===== config.mk =====
export PLATFORM = sky130hd
export DESIGN_NAME = ex_stage
export DESIGN_NICKNAME = d
export VERILOG_FILES = /design/src/hw/ex_pkg.sv /design/src/hw/ex_alu.sv /design/src/hw/ex_mult_ctrl.sv /design/src/hw/ex_mult_cnt.sv /design/src/hw/ex_mult_dp.sv /design/src/hw/ex_writeback.sv /design/src/hw/ex_stage.sv
export SDC_FILE = /design/constraint.sdc
export NUM_CORES = 2
export LEC_CHECK = 0
export ABC_CLOCK_PERIOD_IN_PS = 13550
export BUFFER_PORTS_ARGS = -buffer_cell sky130_fd_sc_hd__buf_4
export CAP_MARGIN = 15
export CORE_MARGIN = 4
export CORE_UTILIZATION = 40
export CTS_CLUSTER_SIZE = 28
export DETAILED_ROUTE_END_ITERATION = 6
export GPL_ROUTABILITY_DRIVEN = 0
export GPL_TIMING_DRIVEN = 1
export PLACE_DENSITY_LB_ADDON = 0.25
export SLEW_MARGIN = 20
export SYNTH_ARGS = -nofsm -noshare
export SYNTH_HDL_FRONTEND = slang
export SYNTH_SLANG_ARGS = --single-unit

===== constraint.sdc =====
create_clock -name clk -period 13.55 [get_ports clk]
set_input_delay 2.0325 -clock clk [delete_from_list [all_inputs] [get_ports clk]]
set_output_delay 2.0325 -clock clk [all_outputs]
set_load 0.005 [all_outputs]

===== src/hw/ex_pkg.sv =====
// Shared widths, opcode encodings and the product type of the execute stage
// Imported by every RTL block that decodes operations or handles the product

package ex_pkg;

  localparam int unsigned xlen       = 32;  // Data word width
  localparam int unsigned reg_addr_w = 6;   // Register file address width

  //////////////////////////////////////////////////
  // Operation encodings
  //////////////////////////////////////////////////

  // ALU operations, numeric order is fixed by the ID stage encoding
  typedef enum logic [3:0] {
    alu_add  = 4'd0,
    alu_sub  = 4'd1,
    alu_and  = 4'd2,
    alu_or   = 4'd3,
    alu_xor  = 4'd4,
    alu_sll  = 4'd5,
    alu_srl  = 4'd6,
    alu_sra  = 4'd7,
    alu_slt  = 4'd8,
    alu_sltu = 4'd9,
    alu_eq   = 4'd10,  // Branch comparisons from here on
    alu_ne   = 4'd11,
    alu_lt   = 4'd12,
    alu_ge   = 4'd13,
    alu_ltu  = 4'd14,
    alu_geu  = 4'd15
  } alu_op_e;

  // RV32M multiply variants
  typedef enum logic [1:0] {
    mul_mul    = 2'd0,  // Low word
    mul_mulh   = 2'd1,  // High word, signed x signed
    mul_mulhsu = 2'd2,  // High word, signed x unsigned
    mul_mulhu  = 2'd3   // High word, unsigned x unsigned
  } mul_op_e;

  //////////////////////////////////////////////////
  // Product word
  //////////////////////////////////////////////////

  typedef struct packed {
    logic [xlen-1:0] hi;
    logic [xlen-1:0] lo;
  } product_words_t;

  // Same 64 bits seen whole for arithmetic or split for word select
  typedef union packed {
    logic [2*xlen-1:0] full;
    product_words_t    words;
  } product_u;

endpackage


===== src/hw/ex_alu.sv =====
// Single-cycle integer ALU with the branch comparator
// Purely combinational, the result is valid in the cycle the operands arrive

module ex_alu (
  input  ex_pkg::alu_op_e          operator_i,
  input  logic [ex_pkg::xlen-1:0]  operand_a_i,
  input  logic [ex_pkg::xlen-1:0]  operand_b_i,
  output logic [ex_pkg::xlen-1:0]  result_o,
  output logic                     cmp_result_o
);

  import ex_pkg::*;

  logic [xlen-1:0] add_res;  // Adder output, shared by add and sub
  logic [4:0]      shamt;    // Shift amount
  logic            is_eq;
  logic            lt_signed;
  logic            lt_unsigned;

  assign add_res = (operator_i == alu_sub) ? operand_a_i - operand_b_i
                                           : operand_a_i + operand_b_i;
  assign shamt   = operand_b_i[4:0];  // RV32 uses the low five bits only

  //////////////////////////////////////////////////
  // Comparator
  //////////////////////////////////////////////////

  assign is_eq       = (operand_a_i == operand_b_i);
  assign lt_signed   = ($signed(operand_a_i) < $signed(operand_b_i));
  assign lt_unsigned = (operand_a_i < operand_b_i);

  // One decision for SLT/SLTU and for the branch flavours
  always_comb begin
    case (operator_i)
      alu_eq:           cmp_result_o = is_eq;
      alu_ne:           cmp_result_o = ~is_eq;
      alu_slt, alu_lt:  cmp_result_o = lt_signed;
      alu_ge:           cmp_result_o = ~lt_signed;
      alu_sltu,
      alu_ltu:          cmp_result_o = lt_unsigned;
      alu_geu:          cmp_result_o = ~lt_unsigned;
      default:          cmp_result_o = 1'b0;  // Not a compare
    endcase
  end

  //////////////////////////////////////////////////
  // Result select
  //////////////////////////////////////////////////

  always_comb begin
    case (operator_i)
      alu_add,
      alu_sub: result_o = add_res;
      alu_and: result_o = operand_a_i & operand_b_i;
      alu_or:  result_o = operand_a_i | operand_b_i;
      alu_xor: result_o = operand_a_i ^ operand_b_i;
      alu_sll: result_o = operand_a_i << shamt;
      alu_srl: result_o = operand_a_i >> shamt;
      alu_sra: result_o = $unsigned($signed(operand_a_i) >>> shamt);  // Sign fill
      // Compares return 0 or 1 in bit zero
      default: result_o = {{(xlen-1){1'b0}}, cmp_result_o};
    endcase
  end

endmodule


===== src/hw/ex_mult_ctrl.sv =====
// Sequencer for the iterative multiplier
// Loads the operands, runs the steps, then holds the result until EX releases it

module ex_mult_ctrl #(
  parameter int unsigned mul_step_bits = 4
) (
  input  logic clk,
  input  logic rst_n,
  input  logic mult_en_i,     // Multiply presented by ID
  input  logic ex_ready_i,    // Stage accepts, result may be dropped
  input  logic step_last_i,   // Final iteration from the step counter
  output logic step_start_o,  // Load operands and counter
  output logic step_en_o,     // Retire one group of multiplier bits
  output logic mult_ready_o,
  output logic multicycle_o
);

  import ex_pkg::*;

  localparam int unsigned mul_steps = xlen / mul_step_bits;

  // The step size has to split the word evenly and leave at least two steps
  if ((mul_steps * mul_step_bits != xlen) || (mul_steps < 2)) begin : gen_bad_step
    $error("mul_step_bits must divide xlen into two or more steps");
  end

  localparam logic [1:0] st_idle = 2'd0;
  localparam logic [1:0] st_busy = 2'd1;
  localparam logic [1:0] st_done = 2'd2;  // Result held for WB

  logic [1:0] state_q;
  logic [1:0] state_d;

  always_comb begin
    state_d = state_q;
    case (state_q)
      st_idle: if (mult_en_i)   state_d = st_busy;
      st_busy: if (step_last_i) state_d = st_done;
      st_done: if (ex_ready_i)  state_d = st_idle;
      default: state_d = st_idle;
    endcase
  end

  always_ff @(posedge clk or negedge rst_n) begin
    if (!rst_n) begin
      state_q <= st_idle;
    end else begin
      state_q <= state_d;
    end
  end

  assign step_start_o = (state_q == st_idle) & mult_en_i;  // Acceptance cycle
  assign step_en_o    = (state_q == st_busy);
  assign multicycle_o = (state_q == st_busy);
  // Not ready while a multiply waits to load or is still iterating
  assign mult_ready_o = (state_q == st_done) | ((state_q == st_idle) & ~mult_en_i);

endmodule


===== src/hw/ex_mult_cnt.sv =====
// Iteration counter for the multiplier
// Loaded on start, flags the last step so the sequencer stays step-count agnostic

module ex_mult_cnt #(
  parameter int unsigned mul_step_bits = 4
) (
  input  logic clk,
  input  logic rst_n,
  input  logic start_i,  // Reload for a new multiply
  input  logic en_i,     // One step retired this cycle
  output logic last_o
);

  import ex_pkg::*;

  localparam int unsigned mul_steps = xlen / mul_step_bits;
  localparam int unsigned cnt_w     = $clog2(mul_steps);

  logic [cnt_w-1:0] cnt_q;  // Steps still to go after the current one

  always_ff @(posedge clk or negedge rst_n) begin
    if (!rst_n) begin
      cnt_q <= '0;
    end else if (start_i) begin
      cnt_q <= cnt_w'(mul_steps - 1);
    end else if (en_i && (cnt_q != '0)) begin
      cnt_q <= cnt_q - 1'b1;  // Stops at zero
    end
  end

  assign last_o = (cnt_q == '0);

endmodule


===== src/hw/ex_mult_dp.sv =====
// Shift-add multiply datapath for MUL, MULH, MULHSU and MULHU
// Works on magnitudes and fixes the sign at the output, several bits per step

module ex_mult_dp #(
  parameter int unsigned mul_step_bits = 4
) (
  input  logic                    clk,
  input  logic                    rst_n,
  input  logic                    start_i,    // Latch operands, clear accumulator
  input  logic                    step_en_i,  // Add one group of partial products
  input  ex_pkg::mul_op_e         operator_i,
  input  logic [ex_pkg::xlen-1:0] op_a_i,
  input  logic [ex_pkg::xlen-1:0] op_b_i,
  output logic [ex_pkg::xlen-1:0] result_o
);

  import ex_pkg::*;

  logic              a_signed;
  logic              b_signed;
  logic              a_neg;
  logic              b_neg;
  logic [xlen-1:0]   a_mag;
  logic [xlen-1:0]   b_mag;

  logic [2*xlen-1:0] mcand_q;   // Multiplicand, moves left each step
  logic [xlen-1:0]   mplier_q;  // Multiplier, moves right each step
  product_u          acc_q;     // Running product magnitude
  logic              neg_q;     // Product sign
  logic              hi_q;      // Return the high word
  logic [2*xlen-1:0] step_sum;
  product_u          prod;

  //////////////////////////////////////////////////
  // Operand signs and magnitudes
  //////////////////////////////////////////////////

  assign a_signed = (operator_i == mul_mulh) || (operator_i == mul_mulhsu);
  assign b_signed = (operator_i == mul_mulh);
  assign a_neg    = a_signed & op_a_i[xlen-1];
  assign b_neg    = b_signed & op_b_i[xlen-1];
  assign a_mag    = a_neg ? -op_a_i : op_a_i;  // 0x80000000 maps onto itself
  assign b_mag    = b_neg ? -op_b_i : op_b_i;

  // Partial products of the low mul_step_bits multiplier bits
  always_comb begin
    step_sum = '0;
    for (int i = 0; i < mul_step_bits; i++) begin
      if (mplier_q[i]) step_sum = step_sum + (mcand_q << i);
    end
  end

  always_ff @(posedge clk or negedge rst_n) begin
    if (!rst_n) begin
      neg_q <= 1'b0;
      hi_q  <= 1'b0;
    end else if (start_i) begin
      neg_q <= a_neg ^ b_neg;
      hi_q  <= (operator_i != mul_mul);
    end
  end

  always_ff @(posedge clk) begin
    if (start_i) begin
      mcand_q    <= {{xlen{1'b0}}, a_mag};
      mplier_q   <= b_mag;
      acc_q.full <= '0;
    end else if (step_en_i) begin
      acc_q.full <= acc_q.full + step_sum;
      mcand_q    <= mcand_q << mul_step_bits;
      mplier_q   <= mplier_q >> mul_step_bits;
    end
  end

  //////////////////////////////////////////////////
  // Sign fix and word select
  //////////////////////////////////////////////////

  always_comb begin
    prod.full = neg_q ? -acc_q.full : acc_q.full;
    result_o  = hi_q ? prod.words.hi : prod.words.lo;  // Held until next start
  end

endmodule


===== src/hw/ex_writeback.sv =====
// Write-back side of the execute stage
// ALU-port forwarding mux, EX/WB register for the LSU port and stage ready/valid

module ex_writeback (
  input  logic                          clk,
  input  logic                          rst_n,

  // Operation enables from ID
  input  logic                          alu_en_i,
  input  logic                          mult_en_i,
  input  logic                          csr_access_i,
  input  logic                          lsu_en_i,

  // Result sources
  input  logic [ex_pkg::xlen-1:0]       alu_result_i,
  input  logic [ex_pkg::xlen-1:0]       mult_result_i,
  input  logic [ex_pkg::xlen-1:0]       csr_rdata_i,

  input  logic                          regfile_alu_we_i,
  input  logic [ex_pkg::reg_addr_w-1:0] regfile_alu_waddr_i,
  input  logic                          regfile_we_i,     // Passed on to WB
  input  logic [ex_pkg::reg_addr_w-1:0] regfile_waddr_i,

  input  logic [ex_pkg::xlen-1:0]       lsu_rdata_i,
  input  logic                          lsu_err_i,
  input  logic                          lsu_ready_ex_i,   // LSU done with EX part
  input  logic                          wb_ready_i,
  input  logic                          branch_in_ex_i,
  input  logic                          mult_ready_i,

  // Forwarding port towards ID and the register file
  output logic                          regfile_alu_we_fw_o,
  output logic [ex_pkg::reg_addr_w-1:0] regfile_alu_waddr_fw_o,
  output logic [ex_pkg::xlen-1:0]       regfile_alu_wdata_fw_o,

  // LSU write port
  output logic                          regfile_we_wb_o,
  output logic [ex_pkg::reg_addr_w-1:0] regfile_waddr_wb_o,
  output logic [ex_pkg::xlen-1:0]       regfile_wdata_wb_o,

  output logic                          ex_ready_o,
  output logic                          ex_valid_o
);

  import ex_pkg::*;

  logic                  we_lsu_q;
  logic [reg_addr_w-1:0] waddr_lsu_q;

  //////////////////////////////////////////////////
  // ALU write port
  //////////////////////////////////////////////////

  assign regfile_alu_we_fw_o    = regfile_alu_we_i;
  assign regfile_alu_waddr_fw_o = regfile_alu_waddr_i;

  // CSR wins over multiply, multiply over ALU
  assign regfile_alu_wdata_fw_o = csr_access_i ? csr_rdata_i   :
                                  mult_en_i    ? mult_result_i :
                                  alu_en_i     ? alu_result_i  : '0;

  //////////////////////////////////////////////////
  // EX/WB register
  //////////////////////////////////////////////////

  always_ff @(posedge clk or negedge rst_n) begin
    if (!rst_n) begin
      we_lsu_q <= 1'b0;
    end else if (ex_valid_o) begin  // WB ready is implied
      we_lsu_q <= regfile_we_i & ~lsu_err_i;  // Faulting load writes nothing
    end else if (wb_ready_i) begin
      we_lsu_q <= 1'b0;  // Bubble, flush the slot
    end
  end

  always_ff @(posedge clk) begin
    if (ex_valid_o) waddr_lsu_q <= regfile_waddr_i;
  end

  assign regfile_we_wb_o    = we_lsu_q;
  assign regfile_waddr_wb_o = waddr_lsu_q;
  assign regfile_wdata_wb_o = lsu_rdata_i;  // Load data arrives in WB

  // Branches finish in EX, so they never wait for WB
  assign ex_ready_o = (mult_ready_i & lsu_ready_ex_i & wb_ready_i) | branch_in_ex_i;
  assign ex_valid_o = (alu_en_i | mult_en_i | csr_access_i | lsu_en_i)
                      & mult_ready_i & lsu_ready_ex_i & wb_ready_i;

endmodule


===== src/hw/ex_stage.sv =====
// Top of the integer execute stage
// Hooks the ALU, the multicycle multiplier and the write-back logic together

module ex_stage #(
  parameter int unsigned mul_step_bits = 4  // Multiplier bits retired per cycle
) (
  input  logic                          clk,
  input  logic                          rst_n,

  // ALU operands from ID
  input  ex_pkg::alu_op_e               alu_operator_i,
  input  logic [ex_pkg::xlen-1:0]       alu_operand_a_i,
  input  logic [ex_pkg::xlen-1:0]       alu_operand_b_i,
  input  logic [ex_pkg::xlen-1:0]       alu_operand_c_i,  // Jump target
  input  logic                          alu_en_i,

  // Multiplier operands from ID
  input  ex_pkg::mul_op_e               mult_operator_i,
  input  logic [ex_pkg::xlen-1:0]       mult_operand_a_i,
  input  logic [ex_pkg::xlen-1:0]       mult_operand_b_i,
  input  logic                          mult_en_i,
  output logic                          mult_multicycle_o,

  input  logic                          csr_access_i,
  input  logic [ex_pkg::xlen-1:0]       csr_rdata_i,

  input  logic                          lsu_en_i,
  input  logic [ex_pkg::xlen-1:0]       lsu_rdata_i,
  input  logic                          lsu_err_i,
  input  logic                          lsu_ready_ex_i,

  input  logic                          branch_in_ex_i,
  input  logic                          regfile_alu_we_i,
  input  logic [ex_pkg::reg_addr_w-1:0] regfile_alu_waddr_i,
  input  logic                          regfile_we_i,
  input  logic [ex_pkg::reg_addr_w-1:0] regfile_waddr_i,

  output logic                          regfile_we_wb_o,
  output logic [ex_pkg::reg_addr_w-1:0] regfile_waddr_wb_o,
  output logic [ex_pkg::xlen-1:0]       regfile_wdata_wb_o,
  output logic                          regfile_alu_we_fw_o,
  output logic [ex_pkg::reg_addr_w-1:0] regfile_alu_waddr_fw_o,
  output logic [ex_pkg::xlen-1:0]       regfile_alu_wdata_fw_o,

  // To IF
  output logic [ex_pkg::xlen-1:0]       jump_target_o,
  output logic                          branch_decision_o,

  output logic                          ex_ready_o,
  output logic                          ex_valid_o,
  input  logic                          wb_ready_i
);

  import ex_pkg::*;

  logic [xlen-1:0] alu_result;
  logic [xlen-1:0] mult_result;
  logic            mult_ready;
  logic            step_start;  // Multiply accepted
  logic            step_en;
  logic            step_last;

  assign jump_target_o = alu_operand_c_i;

  //////////////////////////////////////////////////
  // ALU
  //////////////////////////////////////////////////

  ex_alu alu_i (
    .operator_i   (alu_operator_i),
    .operand_a_i  (alu_operand_a_i),
    .operand_b_i  (alu_operand_b_i),
    .result_o     (alu_result),
    .cmp_result_o (branch_decision_o)
  );

  //////////////////////////////////////////////////
  // Multiplier
  //////////////////////////////////////////////////

  ex_mult_ctrl #(.mul_step_bits(mul_step_bits)) mult_ctrl_i (
    .clk          (clk),
    .rst_n        (rst_n),
    .mult_en_i    (mult_en_i),
    .ex_ready_i   (ex_ready_o),
    .step_last_i  (step_last),
    .step_start_o (step_start),
    .step_en_o    (step_en),
    .mult_ready_o (mult_ready),
    .multicycle_o (mult_multicycle_o)
  );

  ex_mult_cnt #(.mul_step_bits(mul_step_bits)) mult_cnt_i (
    .clk     (clk),
    .rst_n   (rst_n),
    .start_i (step_start),
    .en_i    (step_en),
    .last_o  (step_last)
  );

  ex_mult_dp #(.mul_step_bits(mul_step_bits)) mult_dp_i (
    .clk        (clk),
    .rst_n      (rst_n),
    .start_i    (step_start),
    .step_en_i  (step_en),
    .operator_i (mult_operator_i),
    .op_a_i     (mult_operand_a_i),
    .op_b_i     (mult_operand_b_i),
    .result_o   (mult_result)
  );

  //////////////////////////////////////////////////
  // Write-back and handshake
  //////////////////////////////////////////////////

  ex_writeback wb_i (
    .clk                    (clk),
    .rst_n                  (rst_n),
    .alu_en_i               (alu_en_i),
    .mult_en_i              (mult_en_i),
    .csr_access_i           (csr_access_i),
    .lsu_en_i               (lsu_en_i),
    .alu_result_i           (alu_result),
    .mult_result_i          (mult_result),
    .csr_rdata_i            (csr_rdata_i),
    .regfile_alu_we_i       (regfile_alu_we_i),
    .regfile_alu_waddr_i    (regfile_alu_waddr_i),
    .regfile_we_i           (regfile_we_i),
    .regfile_waddr_i        (regfile_waddr_i),
    .lsu_rdata_i            (lsu_rdata_i),
    .lsu_err_i              (lsu_err_i),
    .lsu_ready_ex_i         (lsu_ready_ex_i),
    .wb_ready_i             (wb_ready_i),
    .branch_in_ex_i         (branch_in_ex_i),
    .mult_ready_i           (mult_ready),
    .regfile_alu_we_fw_o    (regfile_alu_we_fw_o),
    .regfile_alu_waddr_fw_o (regfile_alu_waddr_fw_o),
    .regfile_alu_wdata_fw_o (regfile_alu_wdata_fw_o),
    .regfile_we_wb_o        (regfile_we_wb_o),
    .regfile_waddr_wb_o     (regfile_waddr_wb_o),
    .regfile_wdata_wb_o     (regfile_wdata_wb_o),
    .ex_ready_o             (ex_ready_o),
    .ex_valid_o             (ex_valid_o)
  );

endmodule


==> key figures <==
Run status
  – Status: finished, violations left
  – Failing checks: DRC

Floorplanning
  – Initial Util: between 40% and 50%
  – IO Pins: around 370
  – Row count: 107
  – Core ar.: roughly 85000 sq um
  – Die X-Extent: 301 um
  – Die Ht: around 300 um
  – DIE AREA: 90400 sq um

STA
  – Post-route setup TNS: 0 ps
  – Final setup viols: 0
  – Slew Limit Fails: 0
  – Worst-Margin Slew: 1190 ps
  – RSZ-0062 raised after global routing: no
  – Worst Clk Skew: approximately 13 ps
  – Fin crit share: around nine tenths
  – Final min period: ~12000 ps
  – Relative slew slack: around 20%
  – Final Hold Vio Count: 0
  – Final hold slack: about 460 ps
  – Fmax: ~0.08 GHz

Placed design
  – Half-perimeter wire length after placement: roughly 100 mm
  – Post-Place Cell Area: 36100 sq um
  – Number of port buffers: ~230

Clocking
  – Post-cts repair resize count: 0
  – Maximum root-to-sink buffer count: 2
  – Post-CTS setup buffer count: 0
  – H-tree levels: 4
  – Root buffer cell: clkbuf_16
  – Clock network latency to the later pin of the worst-skew pair: 500 ps
  – # hold bufs at CTS: 0
  – CTS buffer count: 17
  – Sink Count: approximately 170
  – CTS tree: yes
  – Clock slew at reported path FFs: ~70 ps

Synth
  – Complex-gate fraction of the synthesized area: between 30% and 40%
  – Cell area after synthesis: approximately 34000 sq um
  – Main synth FF type: dfxtp_1
  – Async S/R FF share, synth: 4.60%
  – Cell with the most instances after synthesis: nand2_1
  – Post-Syn Area per Cell: approximately 6.9 sq um
  – Leading cell types by total area after synthesis: ha_1, a21oi_1, o21ai_0, nand2_1, edfxtp_1
  – Post-Synthesis Cells: approximately 4.9k
  – Cell taking the most area after synthesis: ha_1
  – Multiplexer share of the synthesized area: under 10%
  – Largest family of logic cells by synthesized area: compound AO/OA/AOI/OAI gates
  – Top cell type's share of synthesized area: between 10% and 20%
  – Synth Area in Simple Gates: between 20% and 30%
  – Most instantiated cells after synthesis: nand2_1, a21oi_1, o21ai_0
  – EDFF count, synth: 70
  – Unique masters post-synth: a little over 90
  – Adder-cell share of the synthesized area: approximately an eighth
  – Syn. warnings: 0
  – Synthesized Nets: between 5k and 6k
  – Synth Area in XOR/XNOR: a little under a tenth
  – Synth Register Bits: roughly 170
  – Sequential share of the synthesized area: between 10 and 15%

Global route
  – Initial antenna violation count: 2
  – Largest net degree at the start of global routing: 84
  – First-pass GRT wire length: roughly 190 mm
  – Grt ovf: 0
  – All-Layer GR Usage: a little over a quarter
  – Vias in the first global route: about 33k

Setup path
  – CP max stage delay: between 700 and 800 ps
  – RR Startpoint: mult_dp_i.mplier_q[0]$_DFFE_PP_
  – CP bufs+invs: 1
  – Crit start category: flip-flop
  – Crit Path Category: flip-flop to flip-flop
  – Internal reg-to-reg setup slack: approximately 1200 ps
  – FF-to-FF End: mult_dp_i.acc_q[63]$_SDFFE_PP0P_
  – Crit end category: flip-flop
  – Reg2Reg Depth: 44
  – Crit path launch: mult_dp_i.mplier_q[0]$_DFFE_PP_
  – Crit path capture: mult_dp_i.acc_q[63]$_SDFFE_PP0P_
  – Critical path's top delay family: compound AO/OA/AOI/OAI gates
  – Required @ worst endpoint: between 10000 and 15000 ps
  – Critical path depth in cells: 44
  – Cell repeated most along the worst path: a21oi_1
  – CP arrival: 12810 ps
  – CP max-delay cell: a2111oi_0
  – Max FO, Critical Path: 53

Detailed routing
  – Via Count: around 36k
  – 1st-iter DRT viols: between 3k and 4k
  – DR pass1 iterations: 7
  – Antenna-violating nets left: 0
  – Number of remaining DRC errors: 1
  – DR WL/cell: roughly 21 um
  – Wirelength, routed: between 100 and 150 mm
  – Vias/cell: slightly above 6

Cells and area
  – Final #Nets: between 5k and 6k
  – Share of layout cells above drive strength 1: approximately 8.8%
  – Final instance area: 36600 sq um
  – Final core area utilization: 43.1%
  – Syn-to-layout area delta: 6.97%
  – N_diodes: 0

Flow run
  – Number of maximum-capacitance violations: 0

Hold path
  – Worst hold path type: flip-flop to flip-flop
[tightest hold or removal path, delay by kind of cell, from the launching register on]
kind               cells  cell delay, ps
AOI/OAI and AO/OA      1              50
DFF                    1             310
and+or+nand+nor        1              50
[kinds of logic (layout without fill, tap and decap cells)]
| logic type | count (synthesis) | count (layout) |
|---|---|---|
| AO/OA/AOI/OAI | 1764 | 1764 |
| XOR/XNOR | 372 | 372 |
| adder cells (fa/ha/maj) | 354 | 354 |
| buffers and inverters | 590 | 520 |
| flip-flops | 174 | 174 |
| multiplexers | 176 | 176 |
| AND/OR/NAND/NOR | 1509 | 1509 |
[how the worst min path moves through the flow]
stage                                             startpoint                            endpoint  slack (ps)  cells after the start
after floorplan           mult_dp_i.mcand_q[63]$_SDFFE_PP0P_  mult_dp_i.mcand_q[63]$_SDFFE_PP0P_         440                      2
after global placement    mult_dp_i.mcand_q[63]$_SDFFE_PP0P_  mult_dp_i.mcand_q[63]$_SDFFE_PP0P_         440                      2
after detailed placement  mult_dp_i.mcand_q[63]$_SDFFE_PP0P_  mult_dp_i.mcand_q[63]$_SDFFE_PP0P_         450                      2
after CTS                 mult_dp_i.mcand_q[63]$_SDFFE_PP0P_  mult_dp_i.mcand_q[63]$_SDFFE_PP0P_         460                      2
after global routing      mult_dp_i.mcand_q[63]$_SDFFE_PP0P_  mult_dp_i.mcand_q[63]$_SDFFE_PP0P_         500                      2
final                     mult_dp_i.mcand_q[63]$_SDFFE_PP0P_  mult_dp_i.mcand_q[63]$_SDFFE_PP0P_         460                      2
[final cells by class]
type	count	area (sq um)
Inverter	227	852
Sequential cell	174	4230
Clock buffer	18	439
Tap cell	1144	1430
Clock inverter	14	154
Fill cell	8964	48400
Multi-Input combinational cell	4175	27600
Timing Repair Buffer	261	1960
[registers in the layout, indices dropped and copies added, names as in the netlist]
signal and cells:
mult_dp_i.hi_q 1, mult_dp_i.neg_q 1, mult_cnt_i.cnt_q 3, mult_ctrl_i.state_q 2
wb_i.regfile_waddr_wb_o 6, mult_dp_i.acc_q 64, mult_dp_i.mcand_q 64, mult_dp_i.mplier_q 32
wb_i.regfile_we_wb_o 1
[per-stage QoR]
stage	setup slack, ps	cells
3_3_place_gp	1580	5981
4_1_cts	1500	6013
3_5_place_dp	1580	5981
6_report	1160	6013
2_1_floorplan	2590	4939
5_1_grt	387	6013
[per-layer routing]
layer	vias to the layer above	routed length [um]	track usage, %
met3	278	9370	3.65
li1	17700	-	-
met2	1534	55900	42.3
met5	-	32	0
met1	16800	54700	35.5
met4	4	6080	12.0
[cell usage in the layout, fill, tap and decap left out, types with 96 or more instances in the layout]
cell type  instances
nand2_1          601
a21oi_1          551
o21ai_0          454
nor2_1           406
ha_1             345
buf_4            261
xnor2_1          227
inv_1            223
a21o_1           168
xor2_1           144
mux2i_1           99
dfxtp_1           96
Power is left out: the tool's default activity adds up to more than one toggle a clock period on the data nets, which glitch-free logic cannot reach.
